**src/logic/fpu_pkg.sv**
```systemverilog
/*
 * Shared types and constants of the FP32 non-computational unit.
 * Only single precision is supported, so FLEN is fixed at 32.
 * Only the NV status flag is ever raised by this unit.
 */
`default_nettype none

package fpu_pkg;

    // ------------------------------------------------------------------
    // Widths and basic types
    // ------------------------------------------------------------------
    localparam int unsigned FLEN          = 32;
    localparam int unsigned TRANS_ID_BITS = 3;

    typedef logic [TRANS_ID_BITS-1:0] trans_id_t;   // Scoreboard tag
    typedef logic [FLEN-1:0]          fp_word_t;    // Raw FP32 pattern

    // Operator field as sent by the core
    typedef enum logic [2:0] {
        FSGNJ    = 3'd0,
        FMIN_MAX = 3'd1,
        FCMP     = 3'd2,
        FCLASS   = 3'd3,
        FMV_F2X  = 3'd4,
        FMV_X2F  = 3'd5
    } fu_op_e;

    // Opcodes of the execute stage
    typedef enum logic [1:0] {
        SGNJ     = 2'd0,
        MINMAX   = 2'd1,
        CMP      = 2'd2,
        CLASSIFY = 2'd3
    } noncomp_op_e;

    typedef logic [1:0] sub_op_t;   // rm[1:0], AH bit dropped

    // Status flags, NV in the MSB as in fflags
    typedef struct packed {
        logic nv;   // Invalid operation
        logic dz;   // Divide by zero
        logic of;   // Overflow
        logic uf;   // Underflow
        logic nx;   // Inexact
    } fp_status_t;

    localparam fp_word_t CANONICAL_NAN = 32'h7FC0_0000;

    // ------------------------------------------------------------------
    // FCLASS mask bit positions, RISC-V order
    // ------------------------------------------------------------------
    localparam int unsigned CLASS_NEG_INF  = 0;
    localparam int unsigned CLASS_NEG_NORM = 1;
    localparam int unsigned CLASS_NEG_SUB  = 2;
    localparam int unsigned CLASS_NEG_ZERO = 3;
    localparam int unsigned CLASS_POS_ZERO = 4;
    localparam int unsigned CLASS_POS_SUB  = 5;
    localparam int unsigned CLASS_POS_NORM = 6;
    localparam int unsigned CLASS_POS_INF  = 7;
    localparam int unsigned CLASS_SNAN     = 8;
    localparam int unsigned CLASS_QNAN     = 9;

endpackage

`default_nettype wire

```
**src/logic/fpu_issue_hold.sv**
```systemverilog
/*
 * Upstream protocol inversion buffer.
 * The issuer sees ready before the unit is asked; on a stall the
 * instruction is parked here and ready is withdrawn for that cycle.
 */
`timescale 1ns/1ns
`default_nettype none

module fpu_issue_hold (
    input  logic                 clk_i,
    input  logic                 reset_i,
    input  logic                 flush_i,
    input  logic                 valid_i,
    input  fpu_pkg::noncomp_op_e noncomp_op_i,
    input  fpu_pkg::sub_op_t     sub_op_i,
    input  fpu_pkg::fp_word_t    operand_a_i,
    input  fpu_pkg::fp_word_t    operand_b_i,
    input  fpu_pkg::trans_id_t   trans_id_i,
    input  logic                 exec_ready_i,
    output logic                 ready_o,
    output logic                 exec_valid_o,
    output fpu_pkg::noncomp_op_e noncomp_op_o,
    output fpu_pkg::sub_op_t     sub_op_o,
    output fpu_pkg::fp_word_t    operand_a_o,
    output fpu_pkg::fp_word_t    operand_b_o,
    output fpu_pkg::trans_id_t   trans_id_o
);
    import fpu_pkg::*;

    typedef enum logic {READY, STALL} hold_state_e;

    hold_state_e state_q, state_d;
    logic        hold_inputs;       // Load enable of the hold register
    logic        use_hold;          // Feed execute from the hold register

    noncomp_op_e op_q;
    sub_op_t     sub_op_q;
    fp_word_t    operand_a_q, operand_b_q;
    trans_id_t   trans_id_q;

    // ------------------------------------------------------------------
    // READY / STALL FSM
    // ------------------------------------------------------------------
    always_comb begin : p_hold_fsm
        ready_o      = 1'b0;
        exec_valid_o = 1'b0;
        hold_inputs  = 1'b0;
        use_hold     = 1'b0;
        state_d      = state_q;

        unique case (state_q)
            READY: begin
                ready_o      = 1'b1;        // Token offered up front
                exec_valid_o = valid_i;     // Straight through
                if (valid_i && !exec_ready_i) begin
                    ready_o     = 1'b0;     // Take the token back
                    hold_inputs = 1'b1;     // Park the instruction
                    state_d     = STALL;
                end
            end
            STALL: begin
                exec_valid_o = 1'b1;        // Parked instruction pending
                use_hold     = 1'b1;
                if (exec_ready_i) begin
                    ready_o = 1'b1;
                    state_d = READY;
                end
            end
            default: ;
        endcase

        if (flush_i) state_d = READY;       // Drops the parked one too
    end

    always_ff @(posedge clk_i) begin
        if (reset_i) state_q <= READY;
        else         state_q <= state_d;
    end

    // Hold register, payload only
    always_ff @(posedge clk_i) begin
        if (hold_inputs) begin
            op_q        <= noncomp_op_i;
            sub_op_q    <= sub_op_i;
            operand_a_q <= operand_a_i;
            operand_b_q <= operand_b_i;
            trans_id_q  <= trans_id_i;
        end
    end

    // Input mux towards execute
    assign noncomp_op_o = use_hold ? op_q        : noncomp_op_i;
    assign sub_op_o     = use_hold ? sub_op_q    : sub_op_i;
    assign operand_a_o  = use_hold ? operand_a_q : operand_a_i;
    assign operand_b_o  = use_hold ? operand_b_q : operand_b_i;
    assign trans_id_o   = use_hold ? trans_id_q  : trans_id_i;

endmodule

`default_nettype wire

```
**src/logic/fpu_noncomp_exec.sv**
```systemverilog
/*
 * FP32 sign injection, min/max, compare and classify, followed by
 * NUM_PIPE_REGS valid/ready stage registers (1 or more).
 * -0 orders below +0 for min/max but compares equal in FCMP.
 */
`timescale 1ns/1ns
`default_nettype none

module fpu_noncomp_exec #(
    parameter int unsigned NUM_PIPE_REGS = 1
) (
    input  logic                 clk_i,
    input  logic                 reset_i,
    input  logic                 flush_i,
    input  logic                 in_valid_i,
    input  fpu_pkg::noncomp_op_e noncomp_op_i,
    input  fpu_pkg::sub_op_t     sub_op_i,
    input  fpu_pkg::fp_word_t    operand_a_i,
    input  fpu_pkg::fp_word_t    operand_b_i,
    input  fpu_pkg::trans_id_t   trans_id_i,
    input  logic                 out_ready_i,
    output logic                 in_ready_o,
    output logic                 out_valid_o,
    output fpu_pkg::fp_word_t    value_o,
    output fpu_pkg::fp_status_t  status_o,
    output fpu_pkg::trans_id_t   trans_id_o
);
    import fpu_pkg::*;

    // One-hot class of an FP32 pattern
    function automatic logic [9:0] fp_class(fp_word_t x);
        logic [9:0] cls;
        logic       exp_ones, exp_zero, man_zero;
        exp_ones = &x[30:23];
        exp_zero = ~|x[30:23];
        man_zero = ~|x[22:0];
        cls      = '0;
        if (exp_ones && !man_zero) begin
            if (x[22]) cls[CLASS_QNAN] = 1'b1;   // Quiet bit set
            else       cls[CLASS_SNAN] = 1'b1;
        end else if (exp_ones) begin
            cls[x[31] ? CLASS_NEG_INF : CLASS_POS_INF] = 1'b1;
        end else if (exp_zero && man_zero) begin
            cls[x[31] ? CLASS_NEG_ZERO : CLASS_POS_ZERO] = 1'b1;
        end else if (exp_zero) begin
            cls[x[31] ? CLASS_NEG_SUB : CLASS_POS_SUB] = 1'b1;
        end else begin
            cls[x[31] ? CLASS_NEG_NORM : CLASS_POS_NORM] = 1'b1;
        end
        return cls;
    endfunction

    // ------------------------------------------------------------------
    // Operand analysis
    // ------------------------------------------------------------------
    logic [9:0] a_cls, b_cls;
    logic       a_nan, b_nan, any_nan, any_snan, both_zero;
    logic       a_lt_b, a_eq_b;        // Total order, -0 < +0

    assign a_cls     = fp_class(operand_a_i);
    assign b_cls     = fp_class(operand_b_i);
    assign a_nan     = a_cls[CLASS_SNAN] | a_cls[CLASS_QNAN];
    assign b_nan     = b_cls[CLASS_SNAN] | b_cls[CLASS_QNAN];
    assign any_nan   = a_nan | b_nan;
    assign any_snan  = a_cls[CLASS_SNAN] | b_cls[CLASS_SNAN];
    assign both_zero = (a_cls[CLASS_NEG_ZERO] | a_cls[CLASS_POS_ZERO])
                     & (b_cls[CLASS_NEG_ZERO] | b_cls[CLASS_POS_ZERO]);
    assign a_eq_b    = (operand_a_i == operand_b_i);

    // Sign-magnitude ordering
    always_comb begin
        if (operand_a_i[31] != operand_b_i[31]) a_lt_b = operand_a_i[31];
        else if (operand_a_i[31])               a_lt_b = operand_a_i[30:0] > operand_b_i[30:0];
        else                                    a_lt_b = operand_a_i[30:0] < operand_b_i[30:0];
    end

    // ------------------------------------------------------------------
    // Operation select
    // ------------------------------------------------------------------
    fp_word_t   res_value;
    fp_status_t res_status;

    always_comb begin : op_select
        res_value  = operand_a_i;
        res_status = '0;
        unique case (noncomp_op_i)
            SGNJ: begin
                unique case (sub_op_i)
                    2'd0:    res_value = {operand_b_i[31], operand_a_i[30:0]};
                    2'd1:    res_value = {~operand_b_i[31], operand_a_i[30:0]};
                    2'd2:    res_value = {operand_a_i[31] ^ operand_b_i[31],
                                          operand_a_i[30:0]};
                    default: res_value = operand_a_i;    // Move passthrough
                endcase
            end
            MINMAX: begin
                res_status.nv = any_snan;
                if (a_nan && b_nan)  res_value = CANONICAL_NAN;
                else if (a_nan)      res_value = operand_b_i;
                else if (b_nan)      res_value = operand_a_i;
                else if (sub_op_i[0]) res_value = a_lt_b ? operand_b_i : operand_a_i; // Max
                else                  res_value = a_lt_b ? operand_a_i : operand_b_i; // Min
            end
            CMP: begin
                res_value = '0;
                unique case (sub_op_i)
                    2'd0: begin    // le
                        res_status.nv = any_nan;
                        res_value[0]  = ~any_nan & (a_lt_b | a_eq_b | both_zero);
                    end
                    2'd1: begin    // lt
                        res_status.nv = any_nan;
                        res_value[0]  = ~any_nan & a_lt_b & ~both_zero;
                    end
                    2'd2: begin    // eq, quiet NaN is not invalid
                        res_status.nv = any_snan;
                        res_value[0]  = ~any_nan & (a_eq_b | both_zero);
                    end
                    default: ;
                endcase
            end
            default: res_value = {{(FLEN-10){1'b0}}, a_cls};  // CLASSIFY
        endcase
    end

    // ------------------------------------------------------------------
    // Pipeline stages, bubbles collapse
    // ------------------------------------------------------------------
    logic       valid_q  [NUM_PIPE_REGS];
    logic       load     [NUM_PIPE_REGS];   // Stage accepts new content
    fp_word_t   value_q  [NUM_PIPE_REGS];
    fp_status_t status_q [NUM_PIPE_REGS];
    trans_id_t  tag_q    [NUM_PIPE_REGS];

    for (genvar i = 0; i < NUM_PIPE_REGS; i++) begin : g_stage
        logic       src_valid;
        fp_word_t   src_value;
        fp_status_t src_status;
        trans_id_t  src_tag;

        if (i == 0) begin : g_head
            assign src_valid  = in_valid_i;
            assign src_value  = res_value;
            assign src_status = res_status;
            assign src_tag    = trans_id_i;
        end else begin : g_body
            assign src_valid  = valid_q[i-1];
            assign src_value  = value_q[i-1];
            assign src_status = status_q[i-1];
            assign src_tag    = tag_q[i-1];
        end

        if (i == NUM_PIPE_REGS - 1) begin : g_last
            assign load[i] = ~valid_q[i] | out_ready_i;
        end else begin : g_mid
            assign load[i] = ~valid_q[i] | load[i+1];
        end

        always_ff @(posedge clk_i) begin
            if (reset_i || flush_i) valid_q[i] <= 1'b0;   // Kill in-flight
            else if (load[i])       valid_q[i] <= src_valid;
        end

        always_ff @(posedge clk_i) begin
            if (load[i] && src_valid) begin
                value_q[i]  <= src_value;
                status_q[i] <= src_status;
                tag_q[i]    <= src_tag;
            end
        end
    end

    assign in_ready_o  = load[0];
    assign out_valid_o = valid_q[NUM_PIPE_REGS-1];
    assign value_o     = value_q[NUM_PIPE_REGS-1];
    assign status_o    = status_q[NUM_PIPE_REGS-1];
    assign trans_id_o  = tag_q[NUM_PIPE_REGS-1];

endmodule

`default_nettype wire

```
**src/logic/fpu_noncomp_top.sv**
```systemverilog
/*
 * FP32 non-computational FPU: decode, hold buffer, execute, writeback.
 * Latency is NUM_PIPE_REGS+1 cycles without back-pressure, in order.
 */
`timescale 1ns/1ns
`default_nettype none

module fpu_noncomp_top #(
    parameter int unsigned NUM_PIPE_REGS = 1
) (
    input  logic                clk_i,
    input  logic                reset_i,
    input  logic                flush_i,
    input  logic                fpu_valid_i,
    input  fpu_pkg::fu_op_e     operator_i,
    input  logic [2:0]          fpu_rm_i,
    input  fpu_pkg::fp_word_t   operand_a_i,
    input  fpu_pkg::fp_word_t   operand_b_i,
    input  fpu_pkg::trans_id_t  trans_id_i,
    input  logic                out_ready_i,
    output logic                fpu_ready_o,
    output logic                fpu_valid_o,
    output fpu_pkg::fp_word_t   result_o,
    output fpu_pkg::fp_status_t fpu_status_o,
    output fpu_pkg::trans_id_t  fpu_trans_id_o
);
    import fpu_pkg::*;

    // Decode outputs
    noncomp_op_e noncomp_op;
    sub_op_t     sub_op;

    // Hold buffer to execute
    logic        in_valid, in_ready;
    noncomp_op_e in_op;
    sub_op_t     in_sub_op;
    fp_word_t    in_operand_a, in_operand_b;
    trans_id_t   in_trans_id;

    // Execute to writeback
    logic        exec_valid, exec_ready;
    fp_word_t    exec_value;
    fp_status_t  exec_status;
    trans_id_t   exec_trans_id;

    fpu_op_decode i_decode (
        .operator_i   (operator_i),
        .fpu_rm_i     (fpu_rm_i),
        .noncomp_op_o (noncomp_op),
        .sub_op_o     (sub_op)
    );

    fpu_issue_hold i_hold (
        .clk_i        (clk_i),
        .reset_i      (reset_i),
        .flush_i      (flush_i),
        .valid_i      (fpu_valid_i),
        .noncomp_op_i (noncomp_op),
        .sub_op_i     (sub_op),
        .operand_a_i  (operand_a_i),
        .operand_b_i  (operand_b_i),
        .trans_id_i   (trans_id_i),
        .exec_ready_i (in_ready),
        .ready_o      (fpu_ready_o),
        .exec_valid_o (in_valid),
        .noncomp_op_o (in_op),
        .sub_op_o     (in_sub_op),
        .operand_a_o  (in_operand_a),
        .operand_b_o  (in_operand_b),
        .trans_id_o   (in_trans_id)
    );

    fpu_noncomp_exec #(
        .NUM_PIPE_REGS (NUM_PIPE_REGS)
    ) i_exec (
        .clk_i        (clk_i),
        .reset_i      (reset_i),
        .flush_i      (flush_i),
        .in_valid_i   (in_valid),
        .noncomp_op_i (in_op),
        .sub_op_i     (in_sub_op),
        .operand_a_i  (in_operand_a),
        .operand_b_i  (in_operand_b),
        .trans_id_i   (in_trans_id),
        .out_ready_i  (exec_ready),
        .in_ready_o   (in_ready),
        .out_valid_o  (exec_valid),
        .value_o      (exec_value),
        .status_o     (exec_status),
        .trans_id_o   (exec_trans_id)
    );

    fpu_result_stage i_result (
        .clk_i          (clk_i),
        .reset_i        (reset_i),
        .flush_i        (flush_i),
        .in_valid_i     (exec_valid),
        .value_i        (exec_value),
        .status_i       (exec_status),
        .trans_id_i     (exec_trans_id),
        .out_ready_i    (out_ready_i),
        .in_ready_o     (exec_ready),
        .fpu_valid_o    (fpu_valid_o),
        .result_o       (result_o),
        .fpu_status_o   (fpu_status_o),
        .fpu_trans_id_o (fpu_trans_id_o)
    );

endmodule

`default_nettype wire

```
**src/logic/fpu_op_decode.sv**
```systemverilog
/*
 * Operator decode, purely combinational.
 * rm[2] selects an alternate format in the core, which is not supported,
 * so it is masked off for every operator.
 */
`timescale 1ns/1ns
`default_nettype none

module fpu_op_decode (
    input  fpu_pkg::fu_op_e     operator_i,
    input  logic [2:0]          fpu_rm_i,
    output fpu_pkg::noncomp_op_e noncomp_op_o,
    output fpu_pkg::sub_op_t    sub_op_o
);
    import fpu_pkg::*;

    logic [1:0] rm_masked;   // AH bit dropped

    assign rm_masked = fpu_rm_i[1:0];

    // ------------------------------------------------------------------
    // Operator to opcode translation
    // ------------------------------------------------------------------
    always_comb begin : op_translation
        // Defaults give a plain passthrough
        noncomp_op_o = SGNJ;
        sub_op_o     = 2'd3;

        unique case (operator_i)
            // Sign injection variant comes from rm
            FSGNJ: begin
                noncomp_op_o = SGNJ;
                sub_op_o     = rm_masked;
            end
            FMIN_MAX: begin
                noncomp_op_o = MINMAX;          // rm 0 min, 1 max
                sub_op_o     = rm_masked;
            end
            FCMP: begin
                noncomp_op_o = CMP;             // rm 0 le, 1 lt, 2 eq
                sub_op_o     = rm_masked;
            end
            FCLASS: begin
                noncomp_op_o = CLASSIFY;        // sub-op ignored downstream
                sub_op_o     = rm_masked;
            end
            // Moves map to the SGNJ passthrough
            FMV_F2X,
            FMV_X2F: begin
                noncomp_op_o = SGNJ;
                sub_op_o     = 2'd3;
            end
            default: ;  // Keep passthrough
        endcase
    end

endmodule

`default_nettype wire

```
**src/logic/fpu_result_stage.sv**
```systemverilog
/*
 * Writeback register towards the core.
 * Outputs are stable while fpu_valid_o is high and out_ready_i is low.
 */
`timescale 1ns/1ns
`default_nettype none

module fpu_result_stage (
    input  logic                clk_i,
    input  logic                reset_i,
    input  logic                flush_i,
    input  logic                in_valid_i,
    input  fpu_pkg::fp_word_t   value_i,
    input  fpu_pkg::fp_status_t status_i,
    input  fpu_pkg::trans_id_t  trans_id_i,
    input  logic                out_ready_i,
    output logic                in_ready_o,
    output logic                fpu_valid_o,
    output fpu_pkg::fp_word_t   result_o,
    output fpu_pkg::fp_status_t fpu_status_o,
    output fpu_pkg::trans_id_t  fpu_trans_id_o
);
    import fpu_pkg::*;

    logic       valid_q;
    fp_word_t   result_q;
    fp_status_t status_q;
    trans_id_t  tag_q;

    // Free, or being drained this cycle
    assign in_ready_o = ~valid_q | out_ready_i;

    always_ff @(posedge clk_i) begin
        if (reset_i || flush_i) valid_q <= 1'b0;
        else if (in_ready_o)    valid_q <= in_valid_i;
    end

    always_ff @(posedge clk_i) begin
        if (in_ready_o && in_valid_i) begin
            result_q <= value_i;
            status_q <= status_i;
            tag_q    <= trans_id_i;
        end
    end

    assign fpu_valid_o    = valid_q;
    assign result_o       = result_q;
    assign fpu_status_o   = status_q;
    assign fpu_trans_id_o = tag_q;

endmodule

`default_nettype wire

```
**config.mk**
```make
export PLATFORM = sky130hd
export DESIGN_NAME = fpu_noncomp_top
export DESIGN_NICKNAME = d
export VERILOG_FILES = /design/src/logic/fpu_pkg.sv /design/src/logic/fpu_issue_hold.sv /design/src/logic/fpu_noncomp_exec.sv /design/src/logic/fpu_noncomp_top.sv /design/src/logic/fpu_op_decode.sv /design/src/logic/fpu_result_stage.sv
export SDC_FILE = /design/constraint.sdc
export NUM_CORES = 1
export LEC_CHECK = 0
export BUFFER_PORTS_ARGS = -buffer_cell sky130_fd_sc_hd__buf_2
export CAP_MARGIN = 10
export CORE_MARGIN = 4
export CORE_UTILIZATION = 57
export CTS_BUF_LIST = sky130_fd_sc_hd__clkbuf_4 sky130_fd_sc_hd__clkbuf_8 sky130_fd_sc_hd__clkbuf_16
export CTS_CLUSTER_SIZE = 24
export DETAILED_ROUTE_END_ITERATION = 6
export PLACE_DENSITY_LB_ADDON = 0.15
export SYNTH_ARGS = -nofsm -noshare
export SYNTH_HDL_FRONTEND = slang
export SYNTH_SLANG_ARGS = --single-unit
```
**constraint.sdc**
```tcl
create_clock -name clk_i -period 8.98 [get_ports clk_i]
set_clock_uncertainty 0.2 [all_clocks]
set_input_delay 1.347 -clock clk_i [delete_from_list [all_inputs] [get_ports clk_i]]
set_output_delay 1.347 -clock clk_i [all_outputs]
set_load 0.01 [all_outputs]
```
==> impl_results.md <==
- Nets: 836
- Leakage power total: between 3 and 4 nW
- Initial core utilization: 0.5819
- Vias in the first global route: 5795
- CTS tree: yes
- First-pass GRT wire length: 31.92 mm
- Post-DP HPWL: 14.71 mm
- Slew @ Worst Pin: 1.163 ns
- Post-DRT Antenna Nets: 0
- H-tree depth: 4
- Total of max-cap violations: 0
- Post-synth top flop: edfxtp_1
- Clock latency on the worst-skew pair: between 0.4 and 0.5 ns
- Synthesis-to-finish area growth: 16.14%
- Rows: 42
- FF+latch count, synth: 146
- DRT Wirelength: 20.11 mm
- Critical Path Max Stage Delay: 0.85 ns
- Peak VDD IR: between 0.1 and 0.15 mV
- Setup ws final: 2.480 ns
- Post-synth top area share: 0.5611
- Critical path class: reg2reg
- Post-synth EDFFs: 144
- Hold Fails Final Rpt: 0
- Num ports: 120
- Die W: 124.3 um
- Critical path required time: 8.93 ns
- DR WL/cell: 22.04 um
- Diode count: 0
- Final setup violation count: 0
- Post-placement setup slack: between 2 and 3 ns
- Crit path max-delay cell type: dfxtp_4
- CTS Buf Count: 17
- Tot GR Track Use: 0.2629
- Reg2reg path depth: 13
- Max FO, Critical Path: 56
- RSZ-0062 raised after global routing: false
- Largest net degree at the start of global routing: 57
- Synth top area cells: edfxtp_1 (56%), ha_1 (5.7%), mux2i_1 (5.3%)
- Status: completed
- WP depth: 13
- Cells after Synth: between 600 and 700
- Share of layout cells above drive strength 1: 0.2880
- GP Congestion: 0.9374
- Synth area leader: edfxtp_1
- Setup TNS: 0 ns
- WP buf/inv: 2
- Placed cell area: 8374 um2
- Period utilisation layout: 0.7238
- PD cells: about 180 nW/um2
- Antenna violations before repair: 0
- Ys async rst share: 0
- Tmin final: 6.500 ns
- Residual DRC: 0
- Mapped cell area: a little under 8000 um2
- Drt via density: 6.250
- Clock-pin slew on the worst setup and hold paths: about 0.060 ns
- Distinct cells, synth: 62
- Most numerous cell in the Yosys netlist: edfxtp_1
- Element type at the critical path end: flip-flop
- Worst hold path depth: 0
- Initial DRC count: 481
- Fin. max-slew vios: 0
- Synth Warn #: 0
- Die area: approximately 15000 um2
- CP cell instances: buf_4, mux2i_1, inv_1, ha_1, a21oi_1, a21oi_1, o31ai_1, a211oi_1, nor3_1, mux2i_1, o221a_1, or2_1, o21ai_0
- Hold-fix buffers, CTS: 0
- Register area share after synthesis: 0.5663
- Via count: 5700
- Post-CTS resize count: 0
- Port Buf Inserts: 114
- # clock sinks: 146
- Maximum clock rate: 0.1539 GHz
- Syn Area/Cell: 12.65 um2
- Delay-heaviest family, CP: compound AO/OA/AOI/OAI gates
- # fillers: between 900 and 1000
- Die span in y: between 100 and 150 um
- Final instance area: 8950 um2
- Worst hold margin: between 0.2 and 0.25 ns
- Drt first pass iters: 6
- CTS Buffer Depth: 2
- Top cells by count, synth: edfxtp_1 (144), mux2i_1 (41), o21ai_0 (40), ha_1 (35), nand2_1 (32)
- Aggregate global routing overflow: 0
- Root Driver: clkbuf_16
- CP arrival: 6.44 ns
- Slew headroom: 0.2229
- HP Class: reg2reg
- CP Launch Type: flip-flop
- Post-CTS Setup Bufs: 0
- Core Util, Final: 0.6758
- Core box area: ~13000 um2
cells in the final DEF (no fill, tap or decap), types with 10 or more instances in the layout:
cell,netlist,layout
nand4_1,14,14
o21ai_0,40,40
inv_1,22,22
mux2i_1,41,41
o21ai_2,10,10
nor3_1,18,18
nand3_1,14,14
nor4_1,17,17
a21oi_1,27,27
edfxtp_1,144,144
ha_1,35,35
nand2b_1,12,12
nor2_1,26,25
nand2_1,32,32
clkbuf_16,0,17
buf_2,6,114
mux2_2,29,29
layout make-up:
class,count,area [um2],share of cell area
inverters,22,82.58,0.009227
repair buffers,118,600.6,0.06710
clock inverters,14,128.9,0.01440
clock buffers,18,439.2,0.04907
multi-input cells,418,3110,0.3475
well taps,176,220.2,0.02461
flip-flops and latches,146,4368,0.4880
metrics by stage:
stage / cells / total power [mW]
after floorplan: 612 / 0.8997
after global placement: 879 / 0.9599
after detailed placement: 879 / 0.9677
after CTS: 911 / 1.641
after global routing: 912 / 1.694
final: 912 / 1.635
state kept, by name, indices dropped and copies added (netlist names):
name / flops
i_exec.tag_q: 3
i_hold.operand_a_q: 32
i_result.fpu_status_o: 1
i_exec.value_q: 32
i_hold.trans_id_q: 3
i_result.fpu_valid_o: 1
i_exec.valid_q: 1
i_hold.state_q: 1
i_hold.operand_b_q: 32
i_result.result_o: 32
i_hold.op_q: 2
i_result.fpu_trans_id_o: 3
i_exec.status_q: 1
i_hold.sub_op_q: 2
kinds of logic (layout without fill, tap and decap cells):
kind of cell	Yosys count	after routing	share of synthesized area
simple gates	164	164	0.1124
buf+inv	48	172	0.03410
compound gates	135	135	0.1180
fa+ha+maj	35	35	0.05683
mux	77	77	0.1085
flops	146	146	0.5663
other cells	1	4	0.0004866
xor+xnor	3	3	0.003410
worst paths after layout:
path | to | start | slack [ns]
setup / recovery | i_exec.value_q[0][14] | i_hold.state_q | 2.48
hold / removal | i_result.fpu_status_o[4] | i_exec.status_q[0] | 0.22
setup reg to reg | i_exec.value_q[0][14] | i_hold.state_q | 2.48
hold reg to reg | i_result.fpu_status_o[4] | i_exec.status_q[0] | 0.22
report_power, final:
part | switching, mW | internal [mW]
clock network | 0.285 | 0.392
logic | 0.111 | 0.0669
registers | 0.00540 | 0.775
total | 0.401 | 1.23
worst reg2reg max path, cell delays in order (launching register included):
cell,delay [ns]
dfxtp_4,0.85
buf_4,0.62
mux2i_1,0.53
inv_1,0.13
ha_1,0.35
a21oi_1,0.16
a21oi_1,0.08
o31ai_1,0.54
a211oi_1,0.17
nor3_1,0.54
mux2i_1,0.44
o221a_1,0.73
or2_1,0.70
o21ai_0,0.20
layer usage:
metal | vias to the layer above | GRT usage | wire length [um]
met1 | 2800 | 0.3636 | 8595
met4 | 0 | 0.07737 | 323
met5 | - | 0 | 0
met2 | 259 | 0.4316 | 9881
li1 | 2610 | - | -
met3 | 31 | 0.04288 | 1304
Note: power is estimated with default switching activity, not from simulation.
